`config.mk`:
```
export PLATFORM = sky130hd
export DESIGN_NAME = ntm_divider_top
export DESIGN_NICKNAME = d
export VERILOG_FILES = /design/src/hw/ntm_div_pkg.sv /design/src/hw/ntm_divider_top.sv /design/src/hw/ntm_matrix_modular_divider.sv /design/src/hw/ntm_vector_modular_divider.sv /design/src/hw/ntm_scalar_modular_divider.sv /design/src/hw/ntm_divider_config.sv
export SDC_FILE = /design/constraint.sdc
export NUM_CORES = 1
export LEC_CHECK = 0
export ABC_AREA = 1
export BUFFER_PORTS_ARGS = -buffer_cell sky130_fd_sc_hd__buf_2
export CAP_MARGIN = 25
export CELL_PAD_IN_SITES_DETAIL_PLACEMENT = 1
export CELL_PAD_IN_SITES_GLOBAL_PLACEMENT = 1
export CORE_MARGIN = 2
export CORE_UTILIZATION = 44
export DETAILED_ROUTE_END_ITERATION = 16
export PLACE_DENSITY_LB_ADDON = 0.15
export SYNTH_ARGS = -nofsm -noshare
export SYNTH_HDL_FRONTEND = slang
export SYNTH_SLANG_ARGS = --single-unit
```
`constraint.sdc`:
```
create_clock -name CLK -period 4.71 [get_ports CLK]
set_clock_uncertainty 0.05 [all_clocks]
set_input_delay 0 -clock CLK [delete_from_list [all_inputs] [get_ports CLK]]
set_output_delay 0 -clock CLK [all_outputs]
set_load 0.02 [all_outputs]
```
`src/hw/ntm_div_pkg.sv`:
```
// Strobe structs and config codes shared by the divider; struct fields are listed MSB first
package ntm_div_pkg;

  //////////////////////////////////////////////////////////////////////
  // Strobes
  //////////////////////////////////////////////////////////////////////

  // Operand strobes from the source
  // i strobes mark a row's first element, j strobes the later ones
  typedef struct packed {
    logic a_i_enable;
    logic a_j_enable;
    logic b_i_enable;
    logic b_j_enable;
  } ntm_in_strobe_t;

  // Result strobes
  typedef struct packed {
    logic i_enable;  // Row end
    logic j_enable;  // Element result
  } ntm_out_strobe_t;

  // Configuration register codes, code 3 is unused
  typedef enum logic [1:0] {
    cfg_modulo = 2'd0,
    cfg_size_i = 2'd1,
    cfg_size_j = 2'd2
  } ntm_cfg_addr_e;

endpackage
```
`src/hw/ntm_divider_top.sv`:
```
// Configure before START, since writes made during a run are ignored
`timescale 1ns/10ps

module ntm_divider_top #(
  parameter int DATA_SIZE    = 32,
  parameter int CONTROL_SIZE = 8
) (
  input  logic                         CLK,
  input  logic                         RST,
  input  logic                         CFG_WRITE,
  input  ntm_div_pkg::ntm_cfg_addr_e   CFG_ADDR,
  input  logic [DATA_SIZE-1:0]         CFG_DATA,
  input  logic                         START,
  output logic                         READY,
  input  ntm_div_pkg::ntm_in_strobe_t  DATA_IN_ENABLE,
  input  logic [DATA_SIZE-1:0]         DATA_A_IN,
  input  logic [DATA_SIZE-1:0]         DATA_B_IN,
  output ntm_div_pkg::ntm_out_strobe_t DATA_OUT_ENABLE,
  output logic [DATA_SIZE-1:0]         DATA_OUT
);

  // Config levels toward the controller
  logic                    busy;
  logic [DATA_SIZE-1:0]    modulo;
  logic [CONTROL_SIZE-1:0] size_i;
  logic [CONTROL_SIZE-1:0] size_j;

  ntm_divider_config #(
    .DATA_SIZE   (DATA_SIZE),
    .CONTROL_SIZE(CONTROL_SIZE)
  ) divider_config (
    .CLK      (CLK),
    .RST      (RST),
    .CFG_WRITE(CFG_WRITE),
    .CFG_ADDR (CFG_ADDR),
    .CFG_DATA (CFG_DATA),
    .BUSY     (busy),
    .MODULO   (modulo),
    .SIZE_I   (size_i),
    .SIZE_J   (size_j)
  );

  ntm_matrix_modular_divider #(
    .DATA_SIZE   (DATA_SIZE),
    .CONTROL_SIZE(CONTROL_SIZE)
  ) matrix_divider (
    .CLK            (CLK),
    .RST            (RST),
    .START          (START),
    .READY          (READY),
    .BUSY           (busy),
    .DATA_IN_ENABLE (DATA_IN_ENABLE),
    .DATA_OUT_ENABLE(DATA_OUT_ENABLE),
    .MODULO_IN      (modulo),
    .SIZE_I_IN      (size_i),
    .SIZE_J_IN      (size_j),
    .DATA_A_IN      (DATA_A_IN),
    .DATA_B_IN      (DATA_B_IN),
    .DATA_OUT       (DATA_OUT)
  );

endmodule

```
`src/hw/ntm_matrix_modular_divider.sv`:
```
// Sizes of at least 1, one element in flight, and strobes outside the input window are dropped
`timescale 1ns/10ps

module ntm_matrix_modular_divider #(
  parameter int DATA_SIZE    = 32,
  parameter int CONTROL_SIZE = 8
) (
  input  logic                         CLK,
  input  logic                         RST,
  input  logic                         START,
  output logic                         READY,
  output logic                         BUSY,
  input  ntm_div_pkg::ntm_in_strobe_t  DATA_IN_ENABLE,
  output ntm_div_pkg::ntm_out_strobe_t DATA_OUT_ENABLE,
  input  logic [DATA_SIZE-1:0]         MODULO_IN,
  input  logic [CONTROL_SIZE-1:0]      SIZE_I_IN,
  input  logic [CONTROL_SIZE-1:0]      SIZE_J_IN,
  input  logic [DATA_SIZE-1:0]         DATA_A_IN,
  input  logic [DATA_SIZE-1:0]         DATA_B_IN,
  output logic [DATA_SIZE-1:0]         DATA_OUT
);

  typedef enum logic [1:0] {
    st_starter,
    st_input_i,
    st_input_j,
    st_ender
  } mat_state_e;

  mat_state_e              state;
  logic [CONTROL_SIZE-1:0] index_i;
  logic [CONTROL_SIZE-1:0] index_j;

  // Strobes valid in the current input state
  logic                    a_stb;
  logic                    b_stb;
  logic                    a_seen;
  logic                    b_seen;
  logic                    elem_done;

  // Vector sequencer link
  logic                    start_vec;
  logic                    ready_vec;
  logic                    a_en_vec;
  logic                    b_en_vec;
  logic                    out_en_vec;
  logic [DATA_SIZE-1:0]    data_a_vec;
  logic [DATA_SIZE-1:0]    data_b_vec;
  logic [DATA_SIZE-1:0]    data_out_vec;

  //////////////////////////////////////////////////////////////////////
  // Strobe select
  //////////////////////////////////////////////////////////////////////

  // Row start listens to i strobes, rest of the row to j strobes
  always_comb begin
    a_stb = 1'b0;
    b_stb = 1'b0;
    if (state == st_input_i) begin
      a_stb = DATA_IN_ENABLE.a_i_enable;
      b_stb = DATA_IN_ENABLE.b_i_enable;
    end else if (state == st_input_j) begin
      a_stb = DATA_IN_ENABLE.a_j_enable;
      b_stb = DATA_IN_ENABLE.b_j_enable;
    end
  end

  // Both operands of the element present
  assign elem_done = (a_seen | a_stb) & (b_seen | b_stb);

  //////////////////////////////////////////////////////////////////////
  // Row and column FSM
  //////////////////////////////////////////////////////////////////////

  always_ff @(posedge CLK or posedge RST) begin
    if (RST) begin
      state           <= st_starter;
      index_i         <= '0;
      index_j         <= '0;
      a_seen          <= 1'b0;
      b_seen          <= 1'b0;
      start_vec       <= 1'b0;
      a_en_vec        <= 1'b0;
      b_en_vec        <= 1'b0;
      DATA_OUT_ENABLE <= '0;
      READY           <= 1'b0;
      BUSY            <= 1'b0;
    end else begin
      // Pulses last one cycle
      start_vec       <= 1'b0;
      a_en_vec        <= a_stb;
      b_en_vec        <= b_stb;
      DATA_OUT_ENABLE <= '0;
      READY           <= 1'b0;
      case (state)
        st_starter: begin
          if (START) begin
            index_i <= '0;
            index_j <= '0;
            BUSY    <= 1'b1;
            state   <= st_input_i;
          end
        end
        st_input_i, st_input_j: begin
          // Sequencer starts with the row's first operand
          if ((a_stb || b_stb) && !a_seen && !b_seen && index_j == '0) begin
            start_vec <= 1'b1;
          end
          if (a_stb) a_seen <= 1'b1;
          if (b_stb) b_seen <= 1'b1;
          if (elem_done) begin
            a_seen <= 1'b0;
            b_seen <= 1'b0;
            state  <= st_ender;
          end
        end
        st_ender: begin
          if (out_en_vec) begin
            DATA_OUT_ENABLE.j_enable <= 1'b1;
            // Sequencer READY closes the row
            if (ready_vec) begin
              DATA_OUT_ENABLE.i_enable <= 1'b1;
              index_j                  <= '0;
              if (index_i == SIZE_I_IN - 1'b1) begin
                READY <= 1'b1;
                BUSY  <= 1'b0;
                state <= st_starter;
              end else begin
                index_i <= index_i + 1'b1;
                state   <= st_input_i;
              end
            end else begin
              index_j <= index_j + 1'b1;
              state   <= st_input_j;
            end
          end
        end
        default: state <= st_starter;
      endcase
    end
  end

  // Forwarded operands and result
  always_ff @(posedge CLK) begin
    if (a_stb) data_a_vec <= DATA_A_IN;
    if (b_stb) data_b_vec <= DATA_B_IN;
    if (state == st_ender && out_en_vec) DATA_OUT <= data_out_vec;
  end

  ntm_vector_modular_divider #(
    .DATA_SIZE   (DATA_SIZE),
    .CONTROL_SIZE(CONTROL_SIZE)
  ) vector_divider (
    .CLK             (CLK),
    .RST             (RST),
    .START           (start_vec),
    .READY           (ready_vec),
    .DATA_A_IN_ENABLE(a_en_vec),
    .DATA_B_IN_ENABLE(b_en_vec),
    .DATA_OUT_ENABLE (out_en_vec),
    .MODULO_IN       (MODULO_IN),
    .SIZE_IN         (SIZE_J_IN),
    .DATA_A_IN       (data_a_vec),
    .DATA_B_IN       (data_b_vec),
    .DATA_OUT        (data_out_vec)
  );

endmodule

```
`src/hw/ntm_vector_modular_divider.sv`:
```
// One row per START with SIZE_IN of at least 1, operand enables arriving after the last result
`timescale 1ns/10ps

module ntm_vector_modular_divider #(
  parameter int DATA_SIZE    = 32,
  parameter int CONTROL_SIZE = 8
) (
  input  logic                    CLK,
  input  logic                    RST,
  input  logic                    START,
  output logic                    READY,
  input  logic                    DATA_A_IN_ENABLE,
  input  logic                    DATA_B_IN_ENABLE,
  output logic                    DATA_OUT_ENABLE,
  input  logic [DATA_SIZE-1:0]    MODULO_IN,
  input  logic [CONTROL_SIZE-1:0] SIZE_IN,
  input  logic [DATA_SIZE-1:0]    DATA_A_IN,
  input  logic [DATA_SIZE-1:0]    DATA_B_IN,
  output logic [DATA_SIZE-1:0]    DATA_OUT
);

  typedef enum logic [1:0] {st_starter, st_input, st_compute, st_ender} vec_state_e;

  vec_state_e            state;
  logic [CONTROL_SIZE-1:0] index;
  logic [CONTROL_SIZE-1:0] size_r;
  logic                  last_elem;

  // Operand capture
  logic                  capture;
  logic                  a_held;
  logic                  b_held;
  logic [DATA_SIZE-1:0]  a_r;
  logic [DATA_SIZE-1:0]  b_r;

  // Scalar core link
  logic                  start_core;
  logic                  ready_core;
  logic [DATA_SIZE-1:0]  data_out_core;

  // Enables are taken with START as well as in the input window
  assign capture   = (state == st_input) || (state == st_starter && START);
  assign last_elem = (index == size_r - 1'b1);

  //////////////////////////////////////////////////////////////////////
  // Element FSM
  //////////////////////////////////////////////////////////////////////

  always_ff @(posedge CLK or posedge RST) begin
    if (RST) begin
      state           <= st_starter;
      index           <= '0;
      size_r          <= '0;
      a_held          <= 1'b0;
      b_held          <= 1'b0;
      start_core      <= 1'b0;
      DATA_OUT_ENABLE <= 1'b0;
      READY           <= 1'b0;
    end else begin
      start_core      <= 1'b0;
      DATA_OUT_ENABLE <= 1'b0;
      READY           <= 1'b0;
      case (state)
        st_starter: begin
          if (START) begin
            index  <= '0;
            size_r <= SIZE_IN;
            state  <= st_input;
          end
        end
        st_input: begin
          // Core starts a cycle after both operands are held
          if (a_held && b_held) begin
            a_held     <= 1'b0;
            b_held     <= 1'b0;
            start_core <= 1'b1;
            state      <= st_compute;
          end
        end
        st_compute: begin
          if (ready_core) begin
            DATA_OUT_ENABLE <= 1'b1;
            READY           <= last_elem;
            state           <= st_ender;
          end
        end
        st_ender: begin
          if (last_elem) begin
            state <= st_starter;
          end else begin
            index <= index + 1'b1;
            state <= st_input;
          end
        end
        default: state <= st_starter;
      endcase
      if (capture && DATA_A_IN_ENABLE) a_held <= 1'b1;
      if (capture && DATA_B_IN_ENABLE) b_held <= 1'b1;
    end
  end

  // Operand and result registers
  always_ff @(posedge CLK) begin
    if (capture && DATA_A_IN_ENABLE) a_r <= DATA_A_IN;
    if (capture && DATA_B_IN_ENABLE) b_r <= DATA_B_IN;
    if (state == st_compute && ready_core) DATA_OUT <= data_out_core;
  end

  ntm_scalar_modular_divider #(
    .DATA_SIZE(DATA_SIZE)
  ) scalar_divider (
    .CLK      (CLK),
    .RST      (RST),
    .START    (start_core),
    .READY    (ready_core),
    .MODULO_IN(MODULO_IN),
    .DATA_A_IN(a_r),
    .DATA_B_IN(b_r),
    .DATA_OUT (data_out_core)
  );

endmodule

```
`src/hw/ntm_scalar_modular_divider.sv`:
```
// START is ignored while a pair is in flight and DATA_SIZE must be at least 2
`timescale 1ns/10ps

module ntm_scalar_modular_divider #(
  parameter int DATA_SIZE = 32
) (
  input  logic                 CLK,
  input  logic                 RST,
  input  logic                 START,
  output logic                 READY,
  input  logic [DATA_SIZE-1:0] MODULO_IN,
  input  logic [DATA_SIZE-1:0] DATA_A_IN,
  input  logic [DATA_SIZE-1:0] DATA_B_IN,
  output logic [DATA_SIZE-1:0] DATA_OUT
);

  localparam int CNT_W = $clog2(DATA_SIZE + 1);
  localparam logic [CNT_W-1:0] LAST_STEP = CNT_W'(DATA_SIZE - 1);

  typedef enum logic [1:0] {st_idle, st_divide, st_reduce} core_state_e;

  core_state_e          state;
  logic [CNT_W-1:0]     step_cnt;
  logic                 last_step;

  // Restoring divider registers
  logic [DATA_SIZE-1:0] rem;
  logic [DATA_SIZE-1:0] quo;
  logic [DATA_SIZE-1:0] divisor_b;
  logic [DATA_SIZE-1:0] modulo_r;

  // One shift-and-subtract step
  logic [DATA_SIZE-1:0] divisor;
  logic [DATA_SIZE:0]   rem_shift;
  logic [DATA_SIZE+1:0] diff;
  logic                 take;
  logic [DATA_SIZE-1:0] rem_next;
  logic [DATA_SIZE-1:0] quo_next;

  //////////////////////////////////////////////////////////////////////
  // Datapath step
  //////////////////////////////////////////////////////////////////////

  // Same step for both phases, only the divisor changes
  always_comb begin
    divisor   = (state == st_reduce) ? modulo_r : divisor_b;
    rem_shift = {rem, quo[DATA_SIZE-1]};
    diff      = {1'b0, rem_shift} - {2'b00, divisor};
    take      = ~diff[DATA_SIZE+1];
    rem_next  = take ? diff[DATA_SIZE-1:0] : rem_shift[DATA_SIZE-1:0];
    quo_next  = {quo[DATA_SIZE-2:0], take};
  end

  assign last_step = (step_cnt == LAST_STEP);

  //////////////////////////////////////////////////////////////////////
  // Control
  //////////////////////////////////////////////////////////////////////

  always_ff @(posedge CLK or posedge RST) begin
    if (RST) begin
      state    <= st_idle;
      step_cnt <= '0;
      READY    <= 1'b0;
    end else begin
      READY <= 1'b0;
      case (state)
        st_idle: begin
          if (START) begin
            state    <= st_divide;
            step_cnt <= '0;
          end
        end
        st_divide: begin
          step_cnt <= last_step ? '0 : step_cnt + 1'b1;
          if (last_step) state <= st_reduce;
        end
        st_reduce: begin
          step_cnt <= last_step ? '0 : step_cnt + 1'b1;
          // Result lands with READY
          if (last_step) begin
            state <= st_idle;
            READY <= 1'b1;
          end
        end
        default: state <= st_idle;
      endcase
    end
  end

  // Operands and partial results
  always_ff @(posedge CLK) begin
    case (state)
      st_idle: begin
        if (START) begin
          quo       <= DATA_A_IN;
          divisor_b <= DATA_B_IN;
          modulo_r  <= MODULO_IN;
          rem       <= '0;
        end
      end
      st_divide: begin
        rem <= rem_next;
        quo <= quo_next;
        // Quotient becomes the dividend of the reduction
        // Zero divisor forces a zero quotient
        if (last_step) begin
          rem <= '0;
          quo <= (divisor_b == '0) ? '0 : quo_next;
        end
      end
      st_reduce: begin
        rem <= rem_next;
        quo <= quo_next;
        // With a zero modulus every trial succeeds, so rem ends as the quotient itself
        if (last_step) DATA_OUT <= rem_next;
      end
      default: begin
      end
    endcase
  end

endmodule

```
`src/hw/ntm_divider_config.sv`:
```
// Needs CONTROL_SIZE <= DATA_SIZE, and writes are dropped while BUSY is high
`timescale 1ns/10ps

module ntm_divider_config #(
  parameter int DATA_SIZE    = 32,
  parameter int CONTROL_SIZE = 8
) (
  input  logic                       CLK,
  input  logic                       RST,
  input  logic                       CFG_WRITE,
  input  ntm_div_pkg::ntm_cfg_addr_e CFG_ADDR,
  input  logic [DATA_SIZE-1:0]       CFG_DATA,
  input  logic                       BUSY,
  output logic [DATA_SIZE-1:0]       MODULO,
  output logic [CONTROL_SIZE-1:0]    SIZE_I,
  output logic [CONTROL_SIZE-1:0]    SIZE_J
);

  import ntm_div_pkg::*;

  // Write accepted only between runs
  logic write_ok;

  assign write_ok = CFG_WRITE & ~BUSY;

  // Register file
  always_ff @(posedge CLK or posedge RST) begin
    if (RST) begin
      MODULO <= '0;
      SIZE_I <= '0;
      SIZE_J <= '0;
    end else if (write_ok) begin
      case (CFG_ADDR)
        cfg_modulo: MODULO <= CFG_DATA;
        // Dimensions keep the low index bits
        cfg_size_i: SIZE_I <= CFG_DATA[CONTROL_SIZE-1:0];
        cfg_size_j: SIZE_J <= CFG_DATA[CONTROL_SIZE-1:0];
        default: begin
          // Unused code, nothing loaded
        end
      endcase
    end
  end

endmodule

```
==> results.cfg <==
[outcome]
outcome = completed

[placed_design]
place_hpwl_um = 37800
place_inst = 2576
post-place-ws_ps = 489
dpl-instance-area_um2 = 21600
port-buffer-count = 140
routabilityCongestion = 0.917

[timing]
min_period_ps = 4160
post-route-period-util_pct = 88.2
finalSetupTns_ps = 0
timing.final.hold_violations = 0
slew-limit-headroom_pct = 43.7
rsz_0062_raised_after_global_routing = false
hold_slack_ps = 65.5
timing_worst_slew_pin_value_ps = 845
setup_viol = 0
layout_setup_ws_ps = 554
fmax_mhz = 241
drv_slew = 0

[floorplanning]
row_count = 78
start_util_pct = 44.5
design.die.area_um2 = 47500
pin_count = 141
die_y_um = 218
die_w_um = 218
core_area_um2 = 45300

[synth]
async_s_r_ff_share_synth_pct = 23.3
ys_seq_elements = 459
synth_top_cells_by_area = edfxtp_1, dfrtp_1, nand2_1, inv_1, ha_1
post_synthesis_instance_area_um2 = 20200
yosysTopAreaCellShare_pct = 52.4
synth_top_cell_by_area = edfxtp_1
ys_types = 49
post-synth-top-count-cell = nand2_1
synth_sequential_area_ratio_pct = 65.7
synth_enable_flop_cells = 352
synth_cells = 1849
synth_warnings = 0
number_of_nets_in_the_synthesized_netlist = 2008
primary_flip_flop_cell_chosen_by_synthesis_mapping = edfxtp_1
synth_area_per_cell_um2 = 10.9
synth_top_cells_by_count = nand2_1, edfxtp_1, inv_1, nor2_1, dfrtp_1

[clocking]
ctsLongestPathBuffers = 3
clk_pin_slew_worst_paths_ps = 60
cts-buffers-inserted = 48
cts.repair.resized = 0
cts.sink_count = 459
cts_root_buffer = clkbuf_16
cts_tree = yes
worst_skew_pair.late_latency_ps = 570
cts.repair_timing.setup_buffer_count = 0
clock_tree.htree_level_count = 2

[routing]
post_drt_wl_per_cell_um = 19.1
dr.first_iter.drc_count = 700
wl_met1_um = 22800
num_vias = 13700
highest-signal-layer = met4
antenna_violating_nets_post_route = 0
wl_met2_um = 27100
vias_per_cell = 4.96
detailedRoute.firstPassIterationCount = 5
drc_errors = 0
finalWirelength_um = 52800
met3RoutedLength_um = 1560

[power_and_ir_drop]
p_total_mw = 8.44
cellLeakagePower_nw = 10.5
ir_drop_mv = 0.401
cellPowerDensity_nw_per_um2 = 349

[global_routing]
track_usage_pct = 22.8
antenna_found_initial = 2
via_count_of_the_first_global_routing_pass = 14900
overflow = 0
maximum_number_of_pins_on_one_net_before_global_route_repair = 65
grt_first_pass_wirelength_um = 83100

[layout]
post_route_standard_cell_area_excluding_fillers_um2 = 24200
final_cell_count_no_fill = 2764
area.growth.synth_to_final_pct = 20.1
num_antenna_cells = 0
drive_above_1_share_pct = 14.7
num-nets-final = 2288
post-route-util_pct = 53.4

[critical_path]
cp_max_fo = 39
critPathArrivalTime_ps = 4400
timing.reg2reg.setup_slack_ps = 550
worstSetupStartpointType = flip-flop
r2r_cells = 14
required_ps = 4960
timing.setup.critical_path_class = flip-flop to flip-flop
worst_setup_path_end_kind = flip-flop

[min_path]
worstHoldPathType = input pin to flip-flop

[flow_run]
timing.max_cap.violations = 0
power by group:
group	switching (mW)	internal (mW)	total (mW)
combinational	0.116	0.155	0.271
clock	1.54	2.17	3.71
sequential	0.0510	4.41	4.46
total	1.70	6.74	8.44
metal layers:
layer | vias to the layer above | GRT usage [%]
met5 | - | 0
met4 | 0 | 6.58
met3 | 70 | 2.78
met2 | 210 | 40.8
met1 | 6767 | 28.9
li1 | 6666 | -
worst max-delay path: stages, from the launching register on:
cell and delay [ps]:
dfrtp_1 410, inv_1 90, ha_1 220, inv_1 490, buf_4 280, o21ai_0 180, ha_1 470, nand2_1 120
nor3_2 300, nand4_2 370, nand3_4 350, buf_12 270, nand2_1 120, o21ai_2 100, nor2_1 60
logic make-up (layout without fill, tap and decap cells):
logic type	after synthesis	in the layout	synth area share [%]
AOI/OAI and AO/OA	127	127	3.67
adders and majority gates	53	53	3.33
muxes	41	41	2.19
DFF	459	459	65.7
xor gates and xnor gates	45	45	1.96
buffers and inverters	290	605	5.60
and+or+nand+nor	834	834	17.5
state kept, by name, indices dropped and copies added (netlist names), 8 cells and up:
signal / cells
divider_config.MODULO: 32
divider_config.SIZE_I: 8
divider_config.SIZE_J: 8
matrix_divider.DATA_OUT: 32
matrix_divider.data_a_vec: 32
matrix_divider.data_b_vec: 32
matrix_divider.index_i: 8
matrix_divider.index_j: 8
matrix_divider.vector_divider.DATA_OUT: 32
matrix_divider.vector_divider.a_r: 32
matrix_divider.vector_divider.b_r: 32
matrix_divider.vector_divider.index: 8
matrix_divider.vector_divider.scalar_divider.DATA_OUT: 32
matrix_divider.vector_divider.scalar_divider.divisor_b: 32
matrix_divider.vector_divider.scalar_divider.modulo_r: 32
matrix_divider.vector_divider.scalar_divider.quo: 32
matrix_divider.vector_divider.scalar_divider.rem: 32
matrix_divider.vector_divider.size_r: 8
cells in the final DEF (no fill, tap or decap), types with 17 or more instances in the layout:
cell             n
dlygate4sd3_1  103
o21ai_0         66
nor3_1          18
buf_2          140
mux2_2          24
o21ai_2         19
clkbuf_16       48
nor2_1         121
xnor2_1         28
inv_1          234
edfxtp_1       352
a21oi_1         28
nand4_1         35
dfrtp_1        107
nand2_1        528
xor2_1          17
buf_4           23
nand3_1         78
mux2i_1         17
ha_1            52
final cells by class:
| type | count | area, um2 |
|---|---|---|
| multi-input cells | 1100 | 5800 |
| inverters | 253 | 952 |
| well taps | 600 | 751 |
| repair buffers | 267 | 1920 |
| flip-flops and latches | 459 | 13200 |
| fillers | 4906 | 21100 |
| clock buffers | 64 | 1310 |
| clock inverters | 21 | 219 |
worst min path at each step:
stage	slack, ps	to	startpoint	cells after the start
2_1_floorplan	50	matrix_divider.data_a_vec[0]	DATA_A_IN[0]	0
6_report	70	divider_config.SIZE_J[4]	CFG_ADDR[1]	3
4_1_cts	30	divider_config.SIZE_I[1]	CFG_ADDR[1]	4
5_1_grt	80	matrix_divider.data_a_vec[13]	DATA_A_IN[13]	2
3_5_place_dp	130	matrix_divider.data_a_vec[1]	DATA_A_IN[1]	1
3_3_place_gp	130	matrix_divider.data_b_vec[13]	DATA_B_IN[13]	1
timing repair:
item                                   in CTS  in global routing
hold buffers                              103                  0
setup endpoints to repair                   0                  0
endpoints found under the hold margin     182                  0
Power figures use the tool's default switching activity.
